$ cat src/rtl/cpu_pkg.sv
package cpu_pkg;

    localparam int ADDR_W    = 6;
    localparam int DATA_W    = 16;
    localparam int REG_COUNT = 8;
    localparam int REG_SEL_W = $clog2(REG_COUNT);

    typedef logic [ADDR_W-1:0]    addr_t;
    typedef logic [DATA_W-1:0]    word_t;
    typedef logic [DATA_W-1:0]    instr_t;
    typedef logic [REG_SEL_W-1:0] reg_sel_t;

    // instruction word is opcode, x, y, z from the top down
    localparam int FIELD_W = 4;
    localparam int OPC_LSB = 12;
    localparam int X_LSB   = 8;
    localparam int Y_LSB   = 4;
    localparam int Z_LSB   = 0;
    // indirect flag inside one operand field
    localparam int IND_BIT = 3;

    typedef enum logic [3:0] {
        OP_MOV  = 4'd0,
        OP_ADD  = 4'd1,
        OP_SUB  = 4'd2,
        OP_MUL  = 4'd3,
        OP_IN   = 4'd7,
        OP_OUT  = 4'd8,
        OP_STOP = 4'd15
    } opcode_e;

    typedef enum logic [1:0] {ALU_PASS, ALU_ADD, ALU_SUB, ALU_MUL} alu_op_e;

    typedef enum logic [2:0] {
        PH_BOOT,
        PH_FETCH,
        PH_OPERAND,
        PH_EXEC,
        PH_HALT
    } phase_e;

    typedef enum logic [1:0] {SLOT_X, SLOT_Y, SLOT_Z} slot_e;

    typedef enum logic [1:0] {ST_ISSUE, ST_WAIT, ST_CAPTURE, ST_USE} mem_step_e;

    // MAR sources and write-back sources
    typedef enum logic [1:0] {MAR_PC, MAR_REG, MAR_MDR, MAR_DEST} mar_src_e;
    typedef enum logic [1:0] {A_ALU, A_Y, A_IN} a_src_e;

endpackage

$ cat src/rtl/cpu_ctrl_if.sv
interface cpu_ctrl_if;

    // register load controls from the sequencer
    cpu_pkg::mar_src_e mar_src;
    logic              mar_ld;
    logic              mdr_ld;
    logic              ir_ld;
    logic              pc_ld_start;
    logic              pc_inc;
    logic              opnd_ld;
    cpu_pkg::slot_e    slot;
    logic              dest_ld;
    logic              a_ld;
    cpu_pkg::a_src_e   a_src;
    logic              r_ld;
    logic              mem_we;

    // decoded instruction fields from the datapath
    cpu_pkg::opcode_e  opcode;
    // bit 0 is x and bit 2 is z
    logic [2:0]        ind_bits;

    modport seq (
        output mar_src, mar_ld, mdr_ld, ir_ld, pc_ld_start, pc_inc,
        output opnd_ld, slot, dest_ld, a_ld, a_src, r_ld, mem_we,
        input  opcode, ind_bits
    );

    modport dp (
        input  mar_src, mar_ld, mdr_ld, ir_ld, pc_ld_start, pc_inc,
        input  opnd_ld, slot, dest_ld, a_ld, a_src, r_ld, mem_we,
        output opcode, ind_bits
    );

endinterface

$ cat src/rtl/cpu_step_counter.sv
module cpu_step_counter (
    input  logic                  clk,
    input  logic                  rst_n,
    input  logic                  step_clear,
    input  logic                  step_adv,
    input  logic                  slot_adv,
    output cpu_pkg::mem_step_e    step,
    output cpu_pkg::slot_e        slot
);

    always_ff @(posedge clk or negedge rst_n) begin
        if (!rst_n) begin
            step <= cpu_pkg::ST_ISSUE;
            slot <= cpu_pkg::SLOT_X;
        end else if (step_clear) begin
            step <= cpu_pkg::ST_ISSUE;
            slot <= cpu_pkg::SLOT_X;
        end else begin
            if (step_adv) begin
                if (step == cpu_pkg::ST_USE) begin
                    step <= cpu_pkg::ST_ISSUE;
                end else begin
                    step <= cpu_pkg::mem_step_e'(step + 2'd1);
                end
            end
            // x, y, z then back to x
            if (slot_adv) begin
                if (slot == cpu_pkg::SLOT_Z) begin
                    slot <= cpu_pkg::SLOT_X;
                end else begin
                    slot <= cpu_pkg::slot_e'(slot + 2'd1);
                end
            end
        end
    end

endmodule

$ cat src/rtl/cpu_sequencer.sv
module cpu_sequencer (
    input  logic                  clk,
    input  logic                  rst_n,
    cpu_ctrl_if.seq               ctrl,
    input  cpu_pkg::mem_step_e    step,
    input  cpu_pkg::slot_e        slot,
    output logic                  step_clear,
    output logic                  step_adv,
    output logic                  slot_adv,
    output cpu_pkg::alu_op_e      alu_op,
    output logic                  status
);

    cpu_pkg::phase_e phase, phase_d;
    // busy means MAR holds the address of a read in flight
    logic            busy, busy_d;
    logic            ind_pass, ind_pass_d;
    logic [2:0]      uses;
    logic            writes;
    logic            slot_used;
    logic            slot_ind;

    // operand usage per opcode with bit 0 for x
    always_comb begin
        uses       = 3'b000;
        writes     = 1'b0;
        alu_op     = cpu_pkg::ALU_PASS;
        ctrl.a_src = cpu_pkg::A_ALU;
        case (ctrl.opcode)
            cpu_pkg::OP_MOV: begin
                uses       = 3'b011;
                writes     = 1'b1;
                ctrl.a_src = cpu_pkg::A_Y;
            end
            cpu_pkg::OP_ADD: begin
                uses   = 3'b111;
                writes = 1'b1;
                alu_op = cpu_pkg::ALU_ADD;
            end
            cpu_pkg::OP_SUB: begin
                uses   = 3'b111;
                writes = 1'b1;
                alu_op = cpu_pkg::ALU_SUB;
            end
            cpu_pkg::OP_MUL: begin
                uses   = 3'b111;
                writes = 1'b1;
                alu_op = cpu_pkg::ALU_MUL;
            end
            cpu_pkg::OP_IN: begin
                uses       = 3'b001;
                writes     = 1'b1;
                ctrl.a_src = cpu_pkg::A_IN;
            end
            cpu_pkg::OP_OUT: begin
                uses = 3'b001;
            end
            default: begin
                uses = 3'b000;
            end
        endcase
    end

    assign slot_used = uses[slot];
    assign slot_ind  = ctrl.ind_bits[slot];
    assign ctrl.slot = slot;
    assign status    = (phase == cpu_pkg::PH_HALT);

    always_ff @(posedge clk or negedge rst_n) begin
        if (!rst_n) begin
            phase    <= cpu_pkg::PH_BOOT;
            busy     <= 1'b0;
            ind_pass <= 1'b0;
        end else begin
            phase    <= phase_d;
            busy     <= busy_d;
            ind_pass <= ind_pass_d;
        end
    end

    always_comb begin
        phase_d          = phase;
        busy_d           = busy;
        ind_pass_d       = ind_pass;
        step_clear       = 1'b0;
        step_adv         = 1'b0;
        slot_adv         = 1'b0;
        ctrl.mar_src     = cpu_pkg::MAR_PC;
        ctrl.mar_ld      = 1'b0;
        ctrl.mdr_ld      = 1'b0;
        ctrl.ir_ld       = 1'b0;
        ctrl.pc_ld_start = 1'b0;
        ctrl.pc_inc      = 1'b0;
        ctrl.opnd_ld     = 1'b0;
        ctrl.dest_ld     = 1'b0;
        ctrl.a_ld        = 1'b0;
        ctrl.r_ld        = 1'b0;
        ctrl.mem_we      = 1'b0;
        case (phase)
            cpu_pkg::PH_BOOT: begin
                ctrl.pc_ld_start = 1'b1;
                phase_d          = cpu_pkg::PH_FETCH;
            end
            cpu_pkg::PH_FETCH: begin
                if (!busy) begin
                    // first cycle loads MAR and the last one hands over
                    if (step == cpu_pkg::ST_ISSUE) begin
                        ctrl.mar_ld = 1'b1;
                        busy_d      = 1'b1;
                    end else begin
                        step_clear = 1'b1;
                        phase_d    = cpu_pkg::PH_OPERAND;
                    end
                end else if (step != cpu_pkg::ST_USE) begin
                    step_adv    = 1'b1;
                    ctrl.mdr_ld = (step == cpu_pkg::ST_CAPTURE);
                end else begin
                    ctrl.ir_ld  = 1'b1;
                    ctrl.pc_inc = 1'b1;
                    busy_d      = 1'b0;
                end
            end
            cpu_pkg::PH_OPERAND: begin
                if (!busy) begin
                    if (step != cpu_pkg::ST_ISSUE) begin
                        step_clear = 1'b1;
                        phase_d    = cpu_pkg::PH_EXEC;
                    end else if (slot_used) begin
                        ctrl.mar_src = cpu_pkg::MAR_REG;
                        ctrl.mar_ld  = 1'b1;
                        busy_d       = 1'b1;
                    end else if (slot == cpu_pkg::SLOT_Z) begin
                        // step leaves ISSUE to mark the phase end
                        step_adv = 1'b1;
                    end else begin
                        slot_adv = 1'b1;
                    end
                end else if (step != cpu_pkg::ST_USE) begin
                    step_adv    = 1'b1;
                    ctrl.mdr_ld = (step == cpu_pkg::ST_CAPTURE);
                end else if (slot_ind && !ind_pass) begin
                    // MDR holds the pointer whose target is read next
                    ctrl.mar_src = cpu_pkg::MAR_MDR;
                    ctrl.mar_ld  = 1'b1;
                    ctrl.dest_ld = (slot == cpu_pkg::SLOT_X);
                    ind_pass_d   = 1'b1;
                    step_adv     = 1'b1;
                end else begin
                    ctrl.opnd_ld = 1'b1;
                    ind_pass_d   = 1'b0;
                    busy_d       = 1'b0;
                    if (!slot_ind) begin
                        ctrl.mar_src = cpu_pkg::MAR_REG;
                        ctrl.dest_ld = (slot == cpu_pkg::SLOT_X);
                    end
                    if (slot != cpu_pkg::SLOT_Z) begin
                        slot_adv = 1'b1;
                        step_adv = 1'b1;
                    end
                end
            end
            cpu_pkg::PH_EXEC: begin
                step_adv = (step != cpu_pkg::ST_USE);
                case (step)
                    cpu_pkg::ST_ISSUE: begin
                        ctrl.a_ld    = writes;
                        ctrl.mar_src = cpu_pkg::MAR_DEST;
                        ctrl.mar_ld  = writes;
                        ctrl.r_ld    = (ctrl.opcode == cpu_pkg::OP_OUT);
                    end
                    cpu_pkg::ST_WAIT: begin
                        ctrl.mem_we = writes;
                    end
                    cpu_pkg::ST_CAPTURE: begin
                        // bubble so the next read sees the new word
                        ctrl.mem_we = 1'b0;
                    end
                    default: begin
                        step_clear = 1'b1;
                        if (ctrl.opcode == cpu_pkg::OP_STOP) begin
                            phase_d = cpu_pkg::PH_HALT;
                        end else begin
                            phase_d = cpu_pkg::PH_FETCH;
                        end
                    end
                endcase
            end
            cpu_pkg::PH_HALT: begin
                phase_d = cpu_pkg::PH_HALT;
            end
            default: begin
                phase_d = cpu_pkg::PH_BOOT;
            end
        endcase
    end

endmodule

$ cat src/rtl/cpu_alu.sv
module cpu_alu (
    input  cpu_pkg::alu_op_e op,
    input  cpu_pkg::word_t   y,
    input  cpu_pkg::word_t   z,
    output cpu_pkg::word_t   f
);

    logic [2*cpu_pkg::DATA_W-1:0] product;

    assign product = y * z;

    always_comb begin
        case (op)
            cpu_pkg::ALU_ADD: f = y + z;
            cpu_pkg::ALU_SUB: f = y - z;
            // low half of the product only
            cpu_pkg::ALU_MUL: f = product[cpu_pkg::DATA_W-1:0];
            default:          f = y;
        endcase
    end

endmodule

$ cat src/rtl/cpu_datapath.sv
module cpu_datapath #(
    parameter cpu_pkg::addr_t PROG_START = 6'd8
) (
    input  logic           clk,
    input  logic           rst_n,
    cpu_ctrl_if.dp         ctrl,
    input  cpu_pkg::word_t mem,
    input  cpu_pkg::word_t in,
    output cpu_pkg::word_t alu_y,
    output cpu_pkg::word_t alu_z,
    input  cpu_pkg::word_t alu_f,
    output cpu_pkg::addr_t addr,
    output cpu_pkg::word_t data,
    output logic           we,
    output cpu_pkg::word_t out,
    output cpu_pkg::addr_t pc
);

    cpu_pkg::addr_t                mar;
    cpu_pkg::addr_t                mar_d;
    cpu_pkg::addr_t                dest_addr;
    cpu_pkg::word_t                mdr;
    cpu_pkg::instr_t               ir;
    cpu_pkg::word_t                x_val;
    cpu_pkg::word_t                y_val;
    cpu_pkg::word_t                z_val;
    cpu_pkg::word_t                a_reg;
    cpu_pkg::word_t                a_d;
    cpu_pkg::reg_sel_t             reg_sel;
    logic [cpu_pkg::FIELD_W-1:0]   fx;
    logic [cpu_pkg::FIELD_W-1:0]   fy;
    logic [cpu_pkg::FIELD_W-1:0]   fz;

    // instruction decode
    assign fx = ir[cpu_pkg::X_LSB +: cpu_pkg::FIELD_W];
    assign fy = ir[cpu_pkg::Y_LSB +: cpu_pkg::FIELD_W];
    assign fz = ir[cpu_pkg::Z_LSB +: cpu_pkg::FIELD_W];
    assign ctrl.opcode   = cpu_pkg::opcode_e'(ir[cpu_pkg::OPC_LSB +: cpu_pkg::FIELD_W]);
    assign ctrl.ind_bits = {fz[cpu_pkg::IND_BIT], fy[cpu_pkg::IND_BIT], fx[cpu_pkg::IND_BIT]};

    // register number of the slot being read
    always_comb begin
        case (ctrl.slot)
            cpu_pkg::SLOT_Y: reg_sel = fy[cpu_pkg::REG_SEL_W-1:0];
            cpu_pkg::SLOT_Z: reg_sel = fz[cpu_pkg::REG_SEL_W-1:0];
            default:         reg_sel = fx[cpu_pkg::REG_SEL_W-1:0];
        endcase
    end

    always_comb begin
        case (ctrl.mar_src)
            cpu_pkg::MAR_REG: mar_d = cpu_pkg::addr_t'(reg_sel);
            cpu_pkg::MAR_MDR: mar_d = mdr[cpu_pkg::ADDR_W-1:0];
            cpu_pkg::MAR_DEST: mar_d = dest_addr;
            default:          mar_d = pc;
        endcase
    end

    always_comb begin
        case (ctrl.a_src)
            cpu_pkg::A_Y:  a_d = y_val;
            cpu_pkg::A_IN: a_d = in;
            default:       a_d = alu_f;
        endcase
    end

    always_ff @(posedge clk or negedge rst_n) begin
        if (!rst_n) begin
            pc  <= '0;
            mar <= '0;
            ir  <= '0;
            out <= '0;
        end else begin
            if (ctrl.pc_ld_start) begin
                pc <= PROG_START;
            end else if (ctrl.pc_inc) begin
                pc <= pc + 1'b1;
            end
            if (ctrl.mar_ld) begin
                mar <= mar_d;
            end
            if (ctrl.ir_ld) begin
                ir <= mdr;
            end
            if (ctrl.r_ld) begin
                out <= x_val;
            end
        end
    end

    always_ff @(posedge clk) begin
        if (ctrl.mdr_ld) begin
            mdr <= mem;
        end
        // x destination follows the MAR source of the same cycle
        if (ctrl.dest_ld) begin
            dest_addr <= mar_d;
        end
        if (ctrl.opnd_ld) begin
            case (ctrl.slot)
                cpu_pkg::SLOT_Y: y_val <= mdr;
                cpu_pkg::SLOT_Z: z_val <= mdr;
                default:         x_val <= mdr;
            endcase
        end
        if (ctrl.a_ld) begin
            a_reg <= a_d;
        end
    end

    assign alu_y = y_val;
    assign alu_z = z_val;
    assign addr  = mar;
    assign we    = ctrl.mem_we;
    assign data  = ctrl.mem_we ? a_reg : '0;

endmodule

$ cat src/rtl/cpu_top.sv
module cpu_top #(
    parameter cpu_pkg::addr_t PROG_START = 6'd8
) (
    input  logic           clk,
    input  logic           rst_n,
    input  cpu_pkg::word_t mem,
    input  cpu_pkg::word_t in,
    output logic           status,
    output logic           we,
    output cpu_pkg::addr_t addr,
    output cpu_pkg::word_t data,
    output cpu_pkg::word_t out,
    output cpu_pkg::addr_t pc
);

    cpu_pkg::mem_step_e step;
    cpu_pkg::slot_e     slot;
    cpu_pkg::alu_op_e   alu_op;
    cpu_pkg::word_t     alu_y;
    cpu_pkg::word_t     alu_z;
    cpu_pkg::word_t     alu_f;
    logic               step_clear;
    logic               step_adv;
    logic               slot_adv;

    cpu_ctrl_if ctrl_bus ();

    cpu_sequencer u_seq (
        .clk        (clk),
        .rst_n      (rst_n),
        .ctrl       (ctrl_bus.seq),
        .step       (step),
        .slot       (slot),
        .step_clear (step_clear),
        .step_adv   (step_adv),
        .slot_adv   (slot_adv),
        .alu_op     (alu_op),
        .status     (status)
    );

    cpu_step_counter u_steps (
        .clk        (clk),
        .rst_n      (rst_n),
        .step_clear (step_clear),
        .step_adv   (step_adv),
        .slot_adv   (slot_adv),
        .step       (step),
        .slot       (slot)
    );

    cpu_datapath #(
        .PROG_START (PROG_START)
    ) u_dp (
        .clk   (clk),
        .rst_n (rst_n),
        .ctrl  (ctrl_bus.dp),
        .mem   (mem),
        .in    (in),
        .alu_y (alu_y),
        .alu_z (alu_z),
        .alu_f (alu_f),
        .addr  (addr),
        .data  (data),
        .we    (we),
        .out   (out),
        .pc    (pc)
    );

    cpu_alu u_alu (
        .op (alu_op),
        .y  (alu_y),
        .z  (alu_z),
        .f  (alu_f)
    );

endmodule

$ cat config.mk
export PLATFORM = sky130hd
export DESIGN_NAME = cpu_top
export DESIGN_NICKNAME = d
export VERILOG_FILES = /design/src/rtl/cpu_pkg.sv /design/src/rtl/cpu_ctrl_if.sv /design/src/rtl/cpu_step_counter.sv /design/src/rtl/cpu_sequencer.sv /design/src/rtl/cpu_alu.sv /design/src/rtl/cpu_datapath.sv /design/src/rtl/cpu_top.sv
export SDC_FILE = /design/constraint.sdc
export NUM_CORES = 1
export LEC_CHECK = 0
export CAP_MARGIN = 10
export CELL_PAD_IN_SITES_DETAIL_PLACEMENT = 0
export CELL_PAD_IN_SITES_GLOBAL_PLACEMENT = 1
export CORE_MARGIN = 2
export CORE_UTILIZATION = 45
export DETAILED_ROUTE_END_ITERATION = 12
export DONT_BUFFER_PORTS = 1
export PLACE_DENSITY = 0.7
export SLEW_MARGIN = 5
export SYNTH_ARGS = -nofsm -noshare
export SYNTH_HDL_FRONTEND = slang
export SYNTH_HIERARCHICAL = 1
export SYNTH_SLANG_ARGS = --single-unit
$ cat constraint.sdc
create_clock -name clk -period 9.2 [get_ports clk]
set_input_delay 0.92 -clock clk [delete_from_list [all_inputs] [get_ports clk]]
set_output_delay 0.92 -clock clk [all_outputs]
set_load 0.01 [all_outputs]
# ---- Word level (Yosys, flattened, before mapping)
# Index checks and enable logic that the tools add are counted.
dict set report op_classes {
  addsub 5
  n_lt_le_gt_ge 1
  n_mux 93
  n_eq_ne 30
  mul 1
  bitwise 2
  reduce_logical 22
}
# cell count
set op_table {}
lappend op_table {{two-way mux 1 bit} 58}
lappend op_table {{case mux 16 bit (3 select lines)} 1}
lappend op_table {{case mux 16 bit (2 select lines)} 1}
lappend op_table {{two-way mux 2 bit} 11}
lappend op_table {{two-way mux 3 bit} 6}
lappend op_table {{case mux 6 bit (3 select lines)} 1}
lappend op_table {{adder 16 bit} 1}
lappend op_table {{== test 2 bit (second input constant)} 8}
lappend op_table {{multiplier 16 x 16 -> 16 bit} 1}
lappend op_table {{two-way mux 16 bit} 1}
lappend op_table {{subtractor 16 bit} 1}
lappend op_table {{case mux 3 bit (5 select lines)} 1}
lappend op_table {{two-way mux 6 bit} 2}
lappend op_table {{inequality test 2 bit (second input constant)} 6}
lappend op_table {{== test 2 x 1 -> 1 bit (second input constant)} 5}
lappend op_table {{nonzero test 2 bit} 5}
lappend op_table {{case mux 1 bit (3 select lines)} 3}
lappend op_table {{case mux 3 bit (3 select lines)} 1}
lappend op_table {{== test 4 x 2 -> 1 bit (second input constant)} 2}
lappend op_table {{== test 4 bit (second input constant)} 2}
lappend op_table {{case mux 2 bit (2 select lines)} 2}
lappend op_table {{adder 6 x 1 -> 6 bit (second input constant)} 1}
lappend op_table {{== test 3 x 2 -> 1 bit (second input constant)} 2}
lappend op_table {{case mux 2 bit (3 select lines)} 1}
lappend op_table {{other kinds (22)} 31}
dict set report totals {
  output_inout_bits 46
  regBits 139
  input_bits 34
}

# ---- Longest topological paths before layout
# Gate-level depths: netlist of the first run.
dict set report depth {
  word_depth 11
  ltp_mapped 24
}

# ---- Modules after synthesis
# The synthesis of the first run kept the hierarchy.
# mod cells_each area_per_inst_um2 instances seq_area_each_um2
set modules_own_cells {}
lappend modules_own_cells {cpu_alu 684 5286.3 1 0.0}
lappend modules_own_cells {cpu_datapath 332 5041.1 1 3683.5}
lappend modules_own_cells {cpu_sequencer 98 724.4 1 125.1}
lappend modules_own_cells {cpu_step_counter 16 188.9 1 100.1}

# ---- Worst setup path after synthesis of the first run
# No wires, ideal clock.
dict set report synth_path {
  path_kind {reg-to-reg}
  from {register u_dp.z_val[6], in the netlist u_dp/alu_z[6]}
  to {register u_dp.a_reg[14] (data pin)}
  arrival_time_ps 5510
  stages_incl_launch_ff 22
  period_less_slack_ps 5779
  setup_ps 269
  slack_ps 3421
  required_ps 8931
  cell_sequence {edfxtp_1 -> clkbuf_1 -> and2_1 -> fa_1 -> inv_1 -> fa_1 -> fa_1 -> fa_1 -> inv_1 -> fa_1 -> inv_1 -> fa_1 -> inv_1 -> ha_1 -> and3_1 -> a211oi_1 -> a21oi_1 -> xor2_1 -> a32oi_1 -> o211ai_1 -> nand2_1 -> o21ai_0}
}
dict set report synth_via {
  elab_chain_cells 3
}
# item line
set synth_lines {}
lappend synth_lines {{start: declaration} cpu_datapath.sv:26} ;# cpu_pkg::word_t z_val;
lappend synth_lines {{start signal: assignment} cpu_datapath.sv:102} ;# cpu_pkg::SLOT_Z: z_val <= mdr;
lappend synth_lines {{multiplier 16 x 16 -> 16 bit, or another cell as far along} cpu_alu.sv:10} ;# assign product = y * z;
lappend synth_lines {{case mux 16 bit (3 select lines) (*)} cpu_alu.sv:13} ;# case (op)
lappend synth_lines {{named net alu_f[14]} cpu_top.sv:21} ;# cpu_pkg::word_t alu_f;
lappend synth_lines {{case mux 16 bit (2 select lines) (*)} cpu_datapath.sv:60} ;# case (ctrl.a_src)
lappend synth_lines {{named net u_dp.a_d[14]} cpu_datapath.sv:28} ;# cpu_pkg::word_t a_d;
lappend synth_lines {{end signal: assignment} cpu_datapath.sv:107} ;# a_reg <= a_d;
lappend synth_lines {{end: declaration} cpu_datapath.sv:27} ;# cpu_pkg::word_t a_reg;
# Mark *: on every way through the listed nets, which the timed path passes. The rest lies on a longest branch.
# A chain may end at the register's enable or synchronous reset.

# ---- Worst setup path after layout of the first run
dict set report layout_path {
  from {register u_dp.y_val[6], in the netlist u_dp/alu_y[6]}
  to {register u_dp.a_reg[14] (data pin)}
}
dict set report layout_via {
  elab_chain_cells 3
}
# item line
set layout_lines {}
lappend layout_lines {{start: declaration} cpu_datapath.sv:25} ;# cpu_pkg::word_t y_val;
lappend layout_lines {{start signal: assignment} cpu_datapath.sv:101} ;# cpu_pkg::SLOT_Y: y_val <= mdr;
lappend layout_lines {{multiplier 16 x 16 -> 16 bit, or another cell as far along} cpu_alu.sv:10}
lappend layout_lines {{case mux 16 bit (3 select lines) (*)} cpu_alu.sv:13}
lappend layout_lines {{named net alu_f[14]} cpu_top.sv:21}
lappend layout_lines {{case mux 16 bit (2 select lines) (*)} cpu_datapath.sv:60}
lappend layout_lines {{named net u_dp.a_d[14]} cpu_datapath.sv:28}
# Marked as above.

==> results of run 1 <==
-- area by class of cell --
| class | count | area [µm²] |
|---|---|---|
| multi-input cells | 790 | 6513 |
| repair buffers | 6 | 45.04 |
| inverters | 143 | 536.8 |
| clock buffers | 18 | 439.2 |
| clock inverters | 14 | 150.1 |
| well taps | 324 | 405.4 |
| fillers | 2315 | 12390 |
| flip-flops and latches | 139 | 3909 |
-- stage by stage --
step / hold WS, ns / cell area (µm²)
CTS: 0.1699 / 12000
finish: 0.1857 / 12000
floorplan: 0.4537 / 11240
global placement: 0.4542 / 11410
detailed placement: 0.4637 / 11410
global route: 0.1634 / 12000
-- where the power goes --
| part | internal, W | switching, W |
|---|---|---|
| logic | 0.000425 | 0.000590 |
| registers | 0.000840 | 0.000165 |
| clock network | 0.000390 | 0.000302 |
| total | 0.00166 | 0.00106 |
-- cells by family after synthesis --
family | after synthesis | share of synthesized area (%)
AND/OR/NAND/NOR | 356 | 15.54
flip-flops | 139 | 34.77
multiplexers | 40 | 4.063
adder cells (fa/ha/maj) | 157 | 22.86
AO/OA/AOI/OAI | 170 | 10.07
XOR/XNOR | 67 | 5.287
buffers and inverters | 201 | 7.402
-- metal layers --
metal	vias up	track usage (%)	wire, µm
met5	-	0	0
met1	3863	29.66	12580
met4	0	6.154	582
met3	34	4.597	1370
met2	191	39.61	14180
li1	3698	-	-
-- path summary, 6_finish.rpt --
kind                                      from             end  slack, ns  cells past startpoint
max in group asynchronous                rst_n     u_dp/out[7]       8.90                      0
worst min-delay path                     rst_n      u_dp/pc[4]       0.19                      0
min in group clk                u_dp/x_val[13]    u_dp/out[13]       0.47                      1
worst min register to register  u_dp/x_val[13]    u_dp/out[13]       0.47                      1
worst max-delay path             u_dp/alu_y[6]  u_dp/a_reg[14]       2.69                     21
worst max register to register   u_dp/alu_y[6]  u_dp/a_reg[14]       2.69                     21
-- cell usage in the layout (no fill, tap or decap), types with 11 or more instances in the layout --
cell type and count:
inv_1 140, nand2_1 126, edfxtp_1 86, fa_1 81
ha_1 75, nor2_1 73, and2_1 71, xnor2_1 55
dfrtp_1 53, a21oi_1 44, mux2_2 31, o21ai_0 30
nor3_1 18, clkbuf_16 17, a22oi_1 17, nand2b_1 12
a221oi_1 12, xor2_1 11
-- critical path, stage by stage (launching register included) --
cell	delay, ns
edfxtp_1	0.69
inv_1	0.25
nor2_1	0.24
fa_1	0.45
inv_1	0.10
fa_1	0.42
fa_1	0.49
fa_1	0.49
inv_1	0.06
fa_1	0.52
inv_1	0.05
fa_1	0.52
inv_1	0.04
ha_1	0.36
and3_1	0.19
a211oi_1	0.48
a21oi_1	0.16
xor2_1	0.20
a32oi_1	0.21
o211ai_1	0.11
nand2_1	0.08
o21ai_0	0.09
==> flow_metrics.env, run 1 <==
export IMPL_first_pass_iters=5
export IMPL_synth_top_area_cell="edfxtp_1"
export IMPL_worst_slack_ns=2.694
export IMPL_ys_ff_latch=139
export IMPL_vias=7786
export IMPL_fmax_mhz=153.7
export IMPL_period_needed_ns=6.506
export IMPL_dp_slack_ns=2.743
export IMPL_syn_cell_area_um2=11240
export IMPL_cts_num_sinks=139
export IMPL_grt_max_degree=54
export IMPL_drive_gt1_share_pct=8.378
export IMPL_yosys_warnings=6
export IMPL_setup_violations=0
export IMPL_grt_usage_pct=22.98
export IMPL_insertedDiodeCount=0
export IMPL_powerDensity_nw_per_um2=226.1
export IMPL_vias_per_cell=5.430
export IMPL_dieArea_um2=26260
export IMPL_cp_required_ns=9.33
export IMPL_finalHoldViolations=0
export IMPL_start_util_pct=46.09
export IMPL_post_cts_resized=0
export IMPL_status="complete, no violations"
export IMPL_final_min_period_over_clock_period_pct=70.72
export IMPL_tightest_slew_ns=1.000
export IMPL_cp_end_kind="flop"
export IMPL_tritoncts="yes"
export IMPL_drt_wl_total_um=28710
export IMPL_die_w_um=162.1
export IMPL_clock_latency_ns=0.43
export IMPL_ys_types=70
export IMPL_crit_fanout=10
export IMPL_port_buffers=0
export IMPL_antenna_found_initial=0
export IMPL_postCtsHoldBufs=0
export IMPL_finalSetupTns_ns=0
export IMPL_yosys_area_top_type_share_pct=22.97
export IMPL_fin_util_pct=49.19
export IMPL_core_area_um2=24390
export IMPL_synth_top_cells_by_count="inv_1 (140), nand2_1 (126), edfxtp_1 (86)"
export IMPL_synth_most_common_cell="inv_1"
export IMPL_irDropWorstVdd_mv=0.1597
export IMPL_syn2layout_area_growth_pct=6.735
export IMPL_cts_buffers=17
export IMPL_avgRoutedWirePerCell_um=20.02
export IMPL_ys_async_sr_fraction_pct=38.13
export IMPL_finalPower_w=0.002713
export IMPL_synth_edf_count=86
export IMPL_syn_mean_instance_area_um2=9.948
export IMPL_die_h_um=162.1
export IMPL_postCtsSetupRepairBufs=0
export IMPL_cts_root_buf="clkbuf_16"
export IMPL_hpwl_um=21110
export IMPL_worstSetupPathType="flop to flop"
export IMPL_fin_cells=1434
export IMPL_ant_nets=0
export IMPL_cp_data_arrival_time_ns=6.63
export IMPL_clock_path_buffers=2
export IMPL_relSlewSlack_pct=33.21
export IMPL_grt_pass1_vias=8290
export IMPL_timing_max_cap_violations=0
export IMPL_critPathLaunchType="flop"
export IMPL_overflow=0
export IMPL_synth_nets=1320
export IMPL_slew_viol_final=0
export IMPL_num_rows=57
export IMPL_grt_pass1_wl_um=46120
export IMPL_final_nets=1287
export IMPL_synthTopCellsByArea="edfxtp_1 (23%), fa_1 (14%), dfrtp_1 (12%)"
export IMPL_syn_inst=1130
export IMPL_seq_area_frac_synth_pct=34.77
export IMPL_ys_flop_type="edfxtp_1"
export IMPL_htreeDepth=4
export IMPL_place_gp_congestion=0.8641
export IMPL_drc=0
export IMPL_rsz0062_at_grt="no"
export IMPL_drtIter0Drc=461
export IMPL_cellLeakagePower_nw=5.078
export IMPL_dp_cells=1402
export IMPL_hold_class="input port to async pin"
export IMPL_skew_ns=0.01469
export IMPL_io_pins=80
export IMPL_path_clk_slew_ns=0.07
Note: power is estimated with default switching activity, not from simulation.
==> run 2, diff against run 1 <==
PLACE_DENSITY = 0.72   (was 0.7)
clock period = 5.6 ns   (was 9.2 ns; I/O delays follow)
==> flow_metrics.env, run 2 (synthesis gave the netlist of run 1 again) <==
export IMPL_rsz0062_at_grt="yes"
export IMPL_final_min_period_over_clock_period_pct=101.3
export IMPL_grt_usage_pct=22.95
export IMPL_vias_per_cell=5.262
export IMPL_ant_nets=0
export IMPL_port_buffers=0
export IMPL_fmax_mhz=176.3
export IMPL_slew_viol_final=0
export IMPL_overflow=0
export IMPL_finalHoldViolations=0
export IMPL_tritoncts="yes"
export IMPL_tightest_slew_ns=1.062
export IMPL_timing_max_cap_violations=0
export IMPL_antenna_found_initial=1
export IMPL_core_area_um2=24390
export IMPL_grt_pass1_vias=8400
export IMPL_relSlewSlack_pct=29.18
export IMPL_fin_util_pct=53.78
export IMPL_final_cell_mix="inv_1 (127), nand2_1 (121), edfxtp_1 (86)"
export IMPL_period_needed_ns=5.673
export IMPL_syn2layout_area_growth_pct=16.70
export IMPL_drtIter0Drc=513
export IMPL_cp_end_kind="flop"
export IMPL_status="complete, but fails checks"
export IMPL_drive_gt1_share_pct=20.53
export IMPL_cp_required_ns=5.85
export IMPL_io_pins=80
export IMPL_critPathLaunchType="flop"
export IMPL_die_h_um=162.1
export IMPL_cts_buffers=17
export IMPL_n_fill_cell=2210
export IMPL_crit_fanout=6
export IMPL_finalSetupTns_ns=-0.1726
export IMPL_avgRoutedWirePerCell_um=18.96
export IMPL_insertedDiodeCount=0
export IMPL_final_nets=1385
export IMPL_drt_wl_total_um=29050
export IMPL_place_gp_congestion=0.8590
export IMPL_first_pass_iters=5
export IMPL_hpwl_um=22200
export IMPL_clock_latency_ns=0.42
export IMPL_start_util_pct=46.09
export IMPL_multi_input_area_um2=6774
export IMPL_worstSetupPathType="flop to flop"
export IMPL_num_rows=57
export IMPL_dieArea_um2=26260
export IMPL_setup_violations=3
export IMPL_path_clk_slew_ns=0.08
export IMPL_seqCellArea_um2=3909
export IMPL_violations="negative setup slack"
export IMPL_cellLeakagePower_nw=5.607
export IMPL_clock_path_buffers=2
export IMPL_cp_data_arrival_time_ns=5.93
export IMPL_skew_ns=0.01713
export IMPL_powerDensity_nw_per_um2=346.9
export IMPL_irDropWorstVdd_mv=0.2667
export IMPL_hold_class="input port to flop"
export IMPL_final_common_cell="inv_1"
export IMPL_cts_num_sinks=139
export IMPL_grt_max_degree=54
export IMPL_cts_root_buf="clkbuf_16"
export IMPL_grt_pass1_wl_um=46250
export IMPL_die_w_um=162.1
export IMPL_worst_slack_ns=-0.07273
export IMPL_vias=8061
export IMPL_htreeDepth=4
export IMPL_drc=0
run 2: cell types whose count changed in the layout (fill, tap and decap cells not counted), sizes merged:
cell	delta
clkbuf	-1
clkinv	+4
buf	+97
clkinvlp	-2
dlygate4sd3	+1
bufinv	-1
run 2: stage by stage:
step	hold slack [ns]	setup slack, ns	power, W	cells	cell area (µm²)
CTS	0.2141	-0.03431	0.004544	1523	12890
finish	0.2280	-0.07273	0.004550	1532	13120
floorplan	0.2644	0.01682	0.002975	1130	11270
global placement	0.2659	-0.1401	0.003318	1485	12060
detailed placement	0.2659	-0.1933	0.003338	1485	12060
global route	0.2094	-0.3521	0.004863	1532	13120
run 2: area by class of cell:
class,instances,area share (%)
clock buffers,17,3.243
clock inverters,15,1.459
inverters,143,4.092
multi-input cells,790,51.64
flip-flops and latches,139,29.80
well taps,324,3.090
repair buffers,104,6.677
run 2: worst paths after layout:
check                              start              to  slack (ns)  cells past startpoint
max                        u_dp/alu_z[6]  u_dp/a_reg[12]       -0.07                     23
min                               mem[6]     u_dp/mdr[6]        0.23                      0
min in group asynchronous          rst_n      u_dp/pc[3]        0.64                      2
min reg2reg                u_dp/x_val[8]     u_dp/out[8]        0.48                      1
max in group asynchronous          rst_n    u_dp/out[15]        4.69                      2
max reg2reg                u_dp/alu_z[6]  u_dp/a_reg[12]       -0.07                     23
run 2: critical path: stages (launching register included):
cell      delay [ns]
edfxtp_1        0.49
buf_6           0.17
buf_6           0.11
and2_1          0.16
fa_1            0.43
inv_2           0.07
fa_2            0.42
fa_2            0.54
inv_1           0.04
ha_1            0.30
fa_1            0.53
inv_1           0.05
fa_1            0.54
inv_1           0.07
ha_4            0.25
and3_4          0.16
a211oi_4        0.30
buf_4           0.17
buf_6           0.10
xnor2_4         0.11
nand2_1         0.08
a41oi_2         0.19
nand2_1         0.07
o21ai_1         0.11
run 2: timing repair:
item                       4_1_cts  5_1_grt
buffers inserted                 4        9
hold buffers                     2        0
setup endpoints to repair        5        7
gates resized for setup         35       46
hold endpoints to repair        53        0
pin swaps                       32       45
run 2: per-layer routing:
layer  GRT usage (%)  vias up  routed length, µm
met1           30.16     3987              12760
met4           5.752        0                516
met5               0        -                  0
li1                -     3890                  -
met3           3.498       27               1178
met2           39.96      157              14600
run 2: where the power goes:
part           switching, W  internal [W]  total (W)
clock network      0.000541      0.000611    0.00115
registers          0.000275       0.00138    0.00165
logic              0.000997      0.000747    0.00174
==> run 3, diff against run 2 <==
ABC_AREA = 1   (was default)
PLACE_DENSITY = 0.75   (was 0.72)
==> flow_metrics.env, run 3 <==
export IMPL_status="complete, no violations"
export IMPL_timing_max_cap_violations=0
export IMPL_start_util_pct=45.99
export IMPL_seq_area_frac_synth_pct=32.43
export IMPL_finalPower_w=0.004132
export IMPL_cp_required_ns=5.78
export IMPL_drt_wl_total_um=31100
export IMPL_syn2layout_area_growth_pct=14.38
export IMPL_syn_cell_area_um2=12050
export IMPL_hold_class="input port to flop"
export IMPL_worstSetupPathType="flop to flop"
export IMPL_cellLeakagePower_nw=7.175
export IMPL_slew_viol_final=0
export IMPL_overflow=0
export IMPL_clock_path_buffers=2
export IMPL_path_clk_slew_ns=0.07
export IMPL_synth_nets=1663
export IMPL_drtIter0Drc=544
export IMPL_place_gp_congestion=0.9354
export IMPL_synth_edf_count=86
export IMPL_final_min_period_over_clock_period_pct=98.12
export IMPL_dp_cells=1813
export IMPL_rsz0062_at_grt="yes"
export IMPL_ys_async_sr_fraction_pct=38.13
export IMPL_final_nets=1720
export IMPL_grt_pass1_vias=9502
export IMPL_finalHoldViolations=0
export IMPL_fin_cells=1878
export IMPL_setup_violations=0
export IMPL_skew_ns=0.01017
export IMPL_fin_util_pct=52.60
export IMPL_hpwl_um=24610
export IMPL_final_cell_mix="nand2_1 (373), inv_1 (285), edfxtp_1 (86)"
export IMPL_core_area_um2=26210
export IMPL_yosys_warnings=6
export IMPL_synth_top_cells_by_count="nand2_1 (383), inv_1 (313), edfxtp_1 (86)"
export IMPL_port_buffers=0
export IMPL_clock_latency_ns=0.43
export IMPL_insertedDiodeCount=0
export IMPL_final_common_cell="nand2_1"
export IMPL_crit_fanout=5
export IMPL_htreeDepth=4
export IMPL_ys_types=46
export IMPL_synthTopCellsByArea="edfxtp_1 (21%), fa_1 (13%), nand2_1 (12%)"
export IMPL_avgRoutedWirePerCell_um=16.56
export IMPL_period_needed_ns=5.495
export IMPL_critPathLaunchType="flop"
export IMPL_yosys_area_top_type_share_pct=21.43
export IMPL_vias_per_cell=5.088
export IMPL_relSlewSlack_pct=26.55
export IMPL_die_w_um=167.7
export IMPL_powerDensity_nw_per_um2=299.8
export IMPL_antenna_found_initial=0
export IMPL_grt_usage_pct=22.90
export IMPL_drive_gt1_share_pct=18.79
export IMPL_synth_top_area_cell="edfxtp_1"
export IMPL_cts_buffers=17
export IMPL_slowest_delay_ns=0.54
export IMPL_cp_end_kind="flop"
export IMPL_tightest_slew_ns=1.093
export IMPL_crit_top_cell="nand2_1"
export IMPL_die_h_um=167.7
export IMPL_drc=0
export IMPL_ys_flop_type="edfxtp_1"
export IMPL_finalInstanceArea_um2=13790
export IMPL_num_rows=59
export IMPL_cts_num_sinks=139
export IMPL_fmax_mhz=182.0
export IMPL_tritoncts="yes"
export IMPL_synth_most_common_cell="nand2_1"
export IMPL_grt_pass1_wl_um=49960
export IMPL_first_pass_iters=5
export IMPL_irDropWorstVdd_mv=0.2582
export IMPL_dieArea_um2=28110
export IMPL_place_area_um2=12620
export IMPL_vias=9556
export IMPL_io_pins=80
export IMPL_grt_max_degree=54
export IMPL_ant_nets=0
export IMPL_crit_slowest_cell="fa_1"
export IMPL_ys_ff_latch=139
export IMPL_cts_root_buf="clkbuf_16"
export IMPL_syn_mean_instance_area_um2=8.182
export IMPL_syn_inst=1473
export IMPL_cp_data_arrival_time_ns=5.67
run 3: cell type report:
| type | count | area (µm²) |
|---|---|---|
| Fill cell | 2454 | 12420 |
| Multi-Input combinational cell | 945 | 6798 |
| Timing Repair Buffer | 101 | 850.8 |
| Clock buffer | 17 | 425.4 |
| Sequential cell | 139 | 3909 |
| Tap cell | 335 | 419.2 |
| Inverter | 326 | 1229 |
| Clock inverter | 15 | 155.1 |
run 3: where the power goes:
part | leakage, nW | total (W) | switching (W) | internal, W
Clock | 0.284 | 0.00110 | 0.000475 | 0.000629
Combinational | 5.43 | 0.00153 | 0.000966 | 0.000566
Sequential | 1.46 | 0.00150 | 0.000187 | 0.00131
Total | 7.18 | 0.00413 | 0.00163 | 0.00250
run 3: timing repair:
action	CTS	global route
endpoints found under the setup margin	4	6
setup buffers	5	26
hold buffers	2	0
resized for setup	6	91
hold endpoints to repair	53	0
pin swaps	0	93
run 3: kinds of logic after synthesis:
group,Yosys count,share of synthesized area (%)
AOI/OAI and AO/OA,151,6.768
DFF,139,32.43
adders and majority gates,156,21.24
and+or+nand+nor,587,21.09
muxes,32,3.613
xor gates and xnor gates,19,1.381
buffers and inverters,389,13.47
run 3: routing by layer:
metal  track usage (%)  wire [µm]
met1             28.08      12960
met2             41.19      15930
met3             3.569       1374
met4             7.713        837
met5                 0          0
run 3: critical path, delay by kind of cell (launching register included):
family	cells	cell delay [ns]
buf+inv	7	0.51
fa+ha+maj	7	2.94
compound gates	2	0.11
flops	1	0.48
simple gates	13	1.19
run 3: final timing paths:
| check | slack, ns | to | from | depth (start not counted) |
|---|---|---|---|---|
| worst min register to register | 0.47 | u_dp/out[12] | u_dp/x_val[12] | 1 |
| worst max-delay path | 0.11 | u_dp/a_reg[13] | u_dp/alu_y[6] | 29 |
| worst max register to register | 0.11 | u_dp/a_reg[13] | u_dp/alu_y[6] | 29 |
| max in group asynchronous | 4.70 | u_dp/out[9] | rst_n | 2 |
| worst min-delay path | 0.23 | u_dp/mdr[11] | mem[11] | 0 |
| min in group asynchronous | 0.63 | u_seq/busy | rst_n | 2 |
run 3: per-stage QoR:
step / TNS [ns] / setup slack, ns / hold slack (ns)
after floorplan: 0 / 0.1488 / 0.2644
after global placement: -0.1131 / -0.04388 / 0.2669
after detailed placement: -0.3446 / -0.1181 / 0.2667
after CTS: 0 / 0.00007905 / 0.2001
after global routing: -0.2450 / -0.09829 / 0.2065
final: 0 / 0.1054 / 0.2256
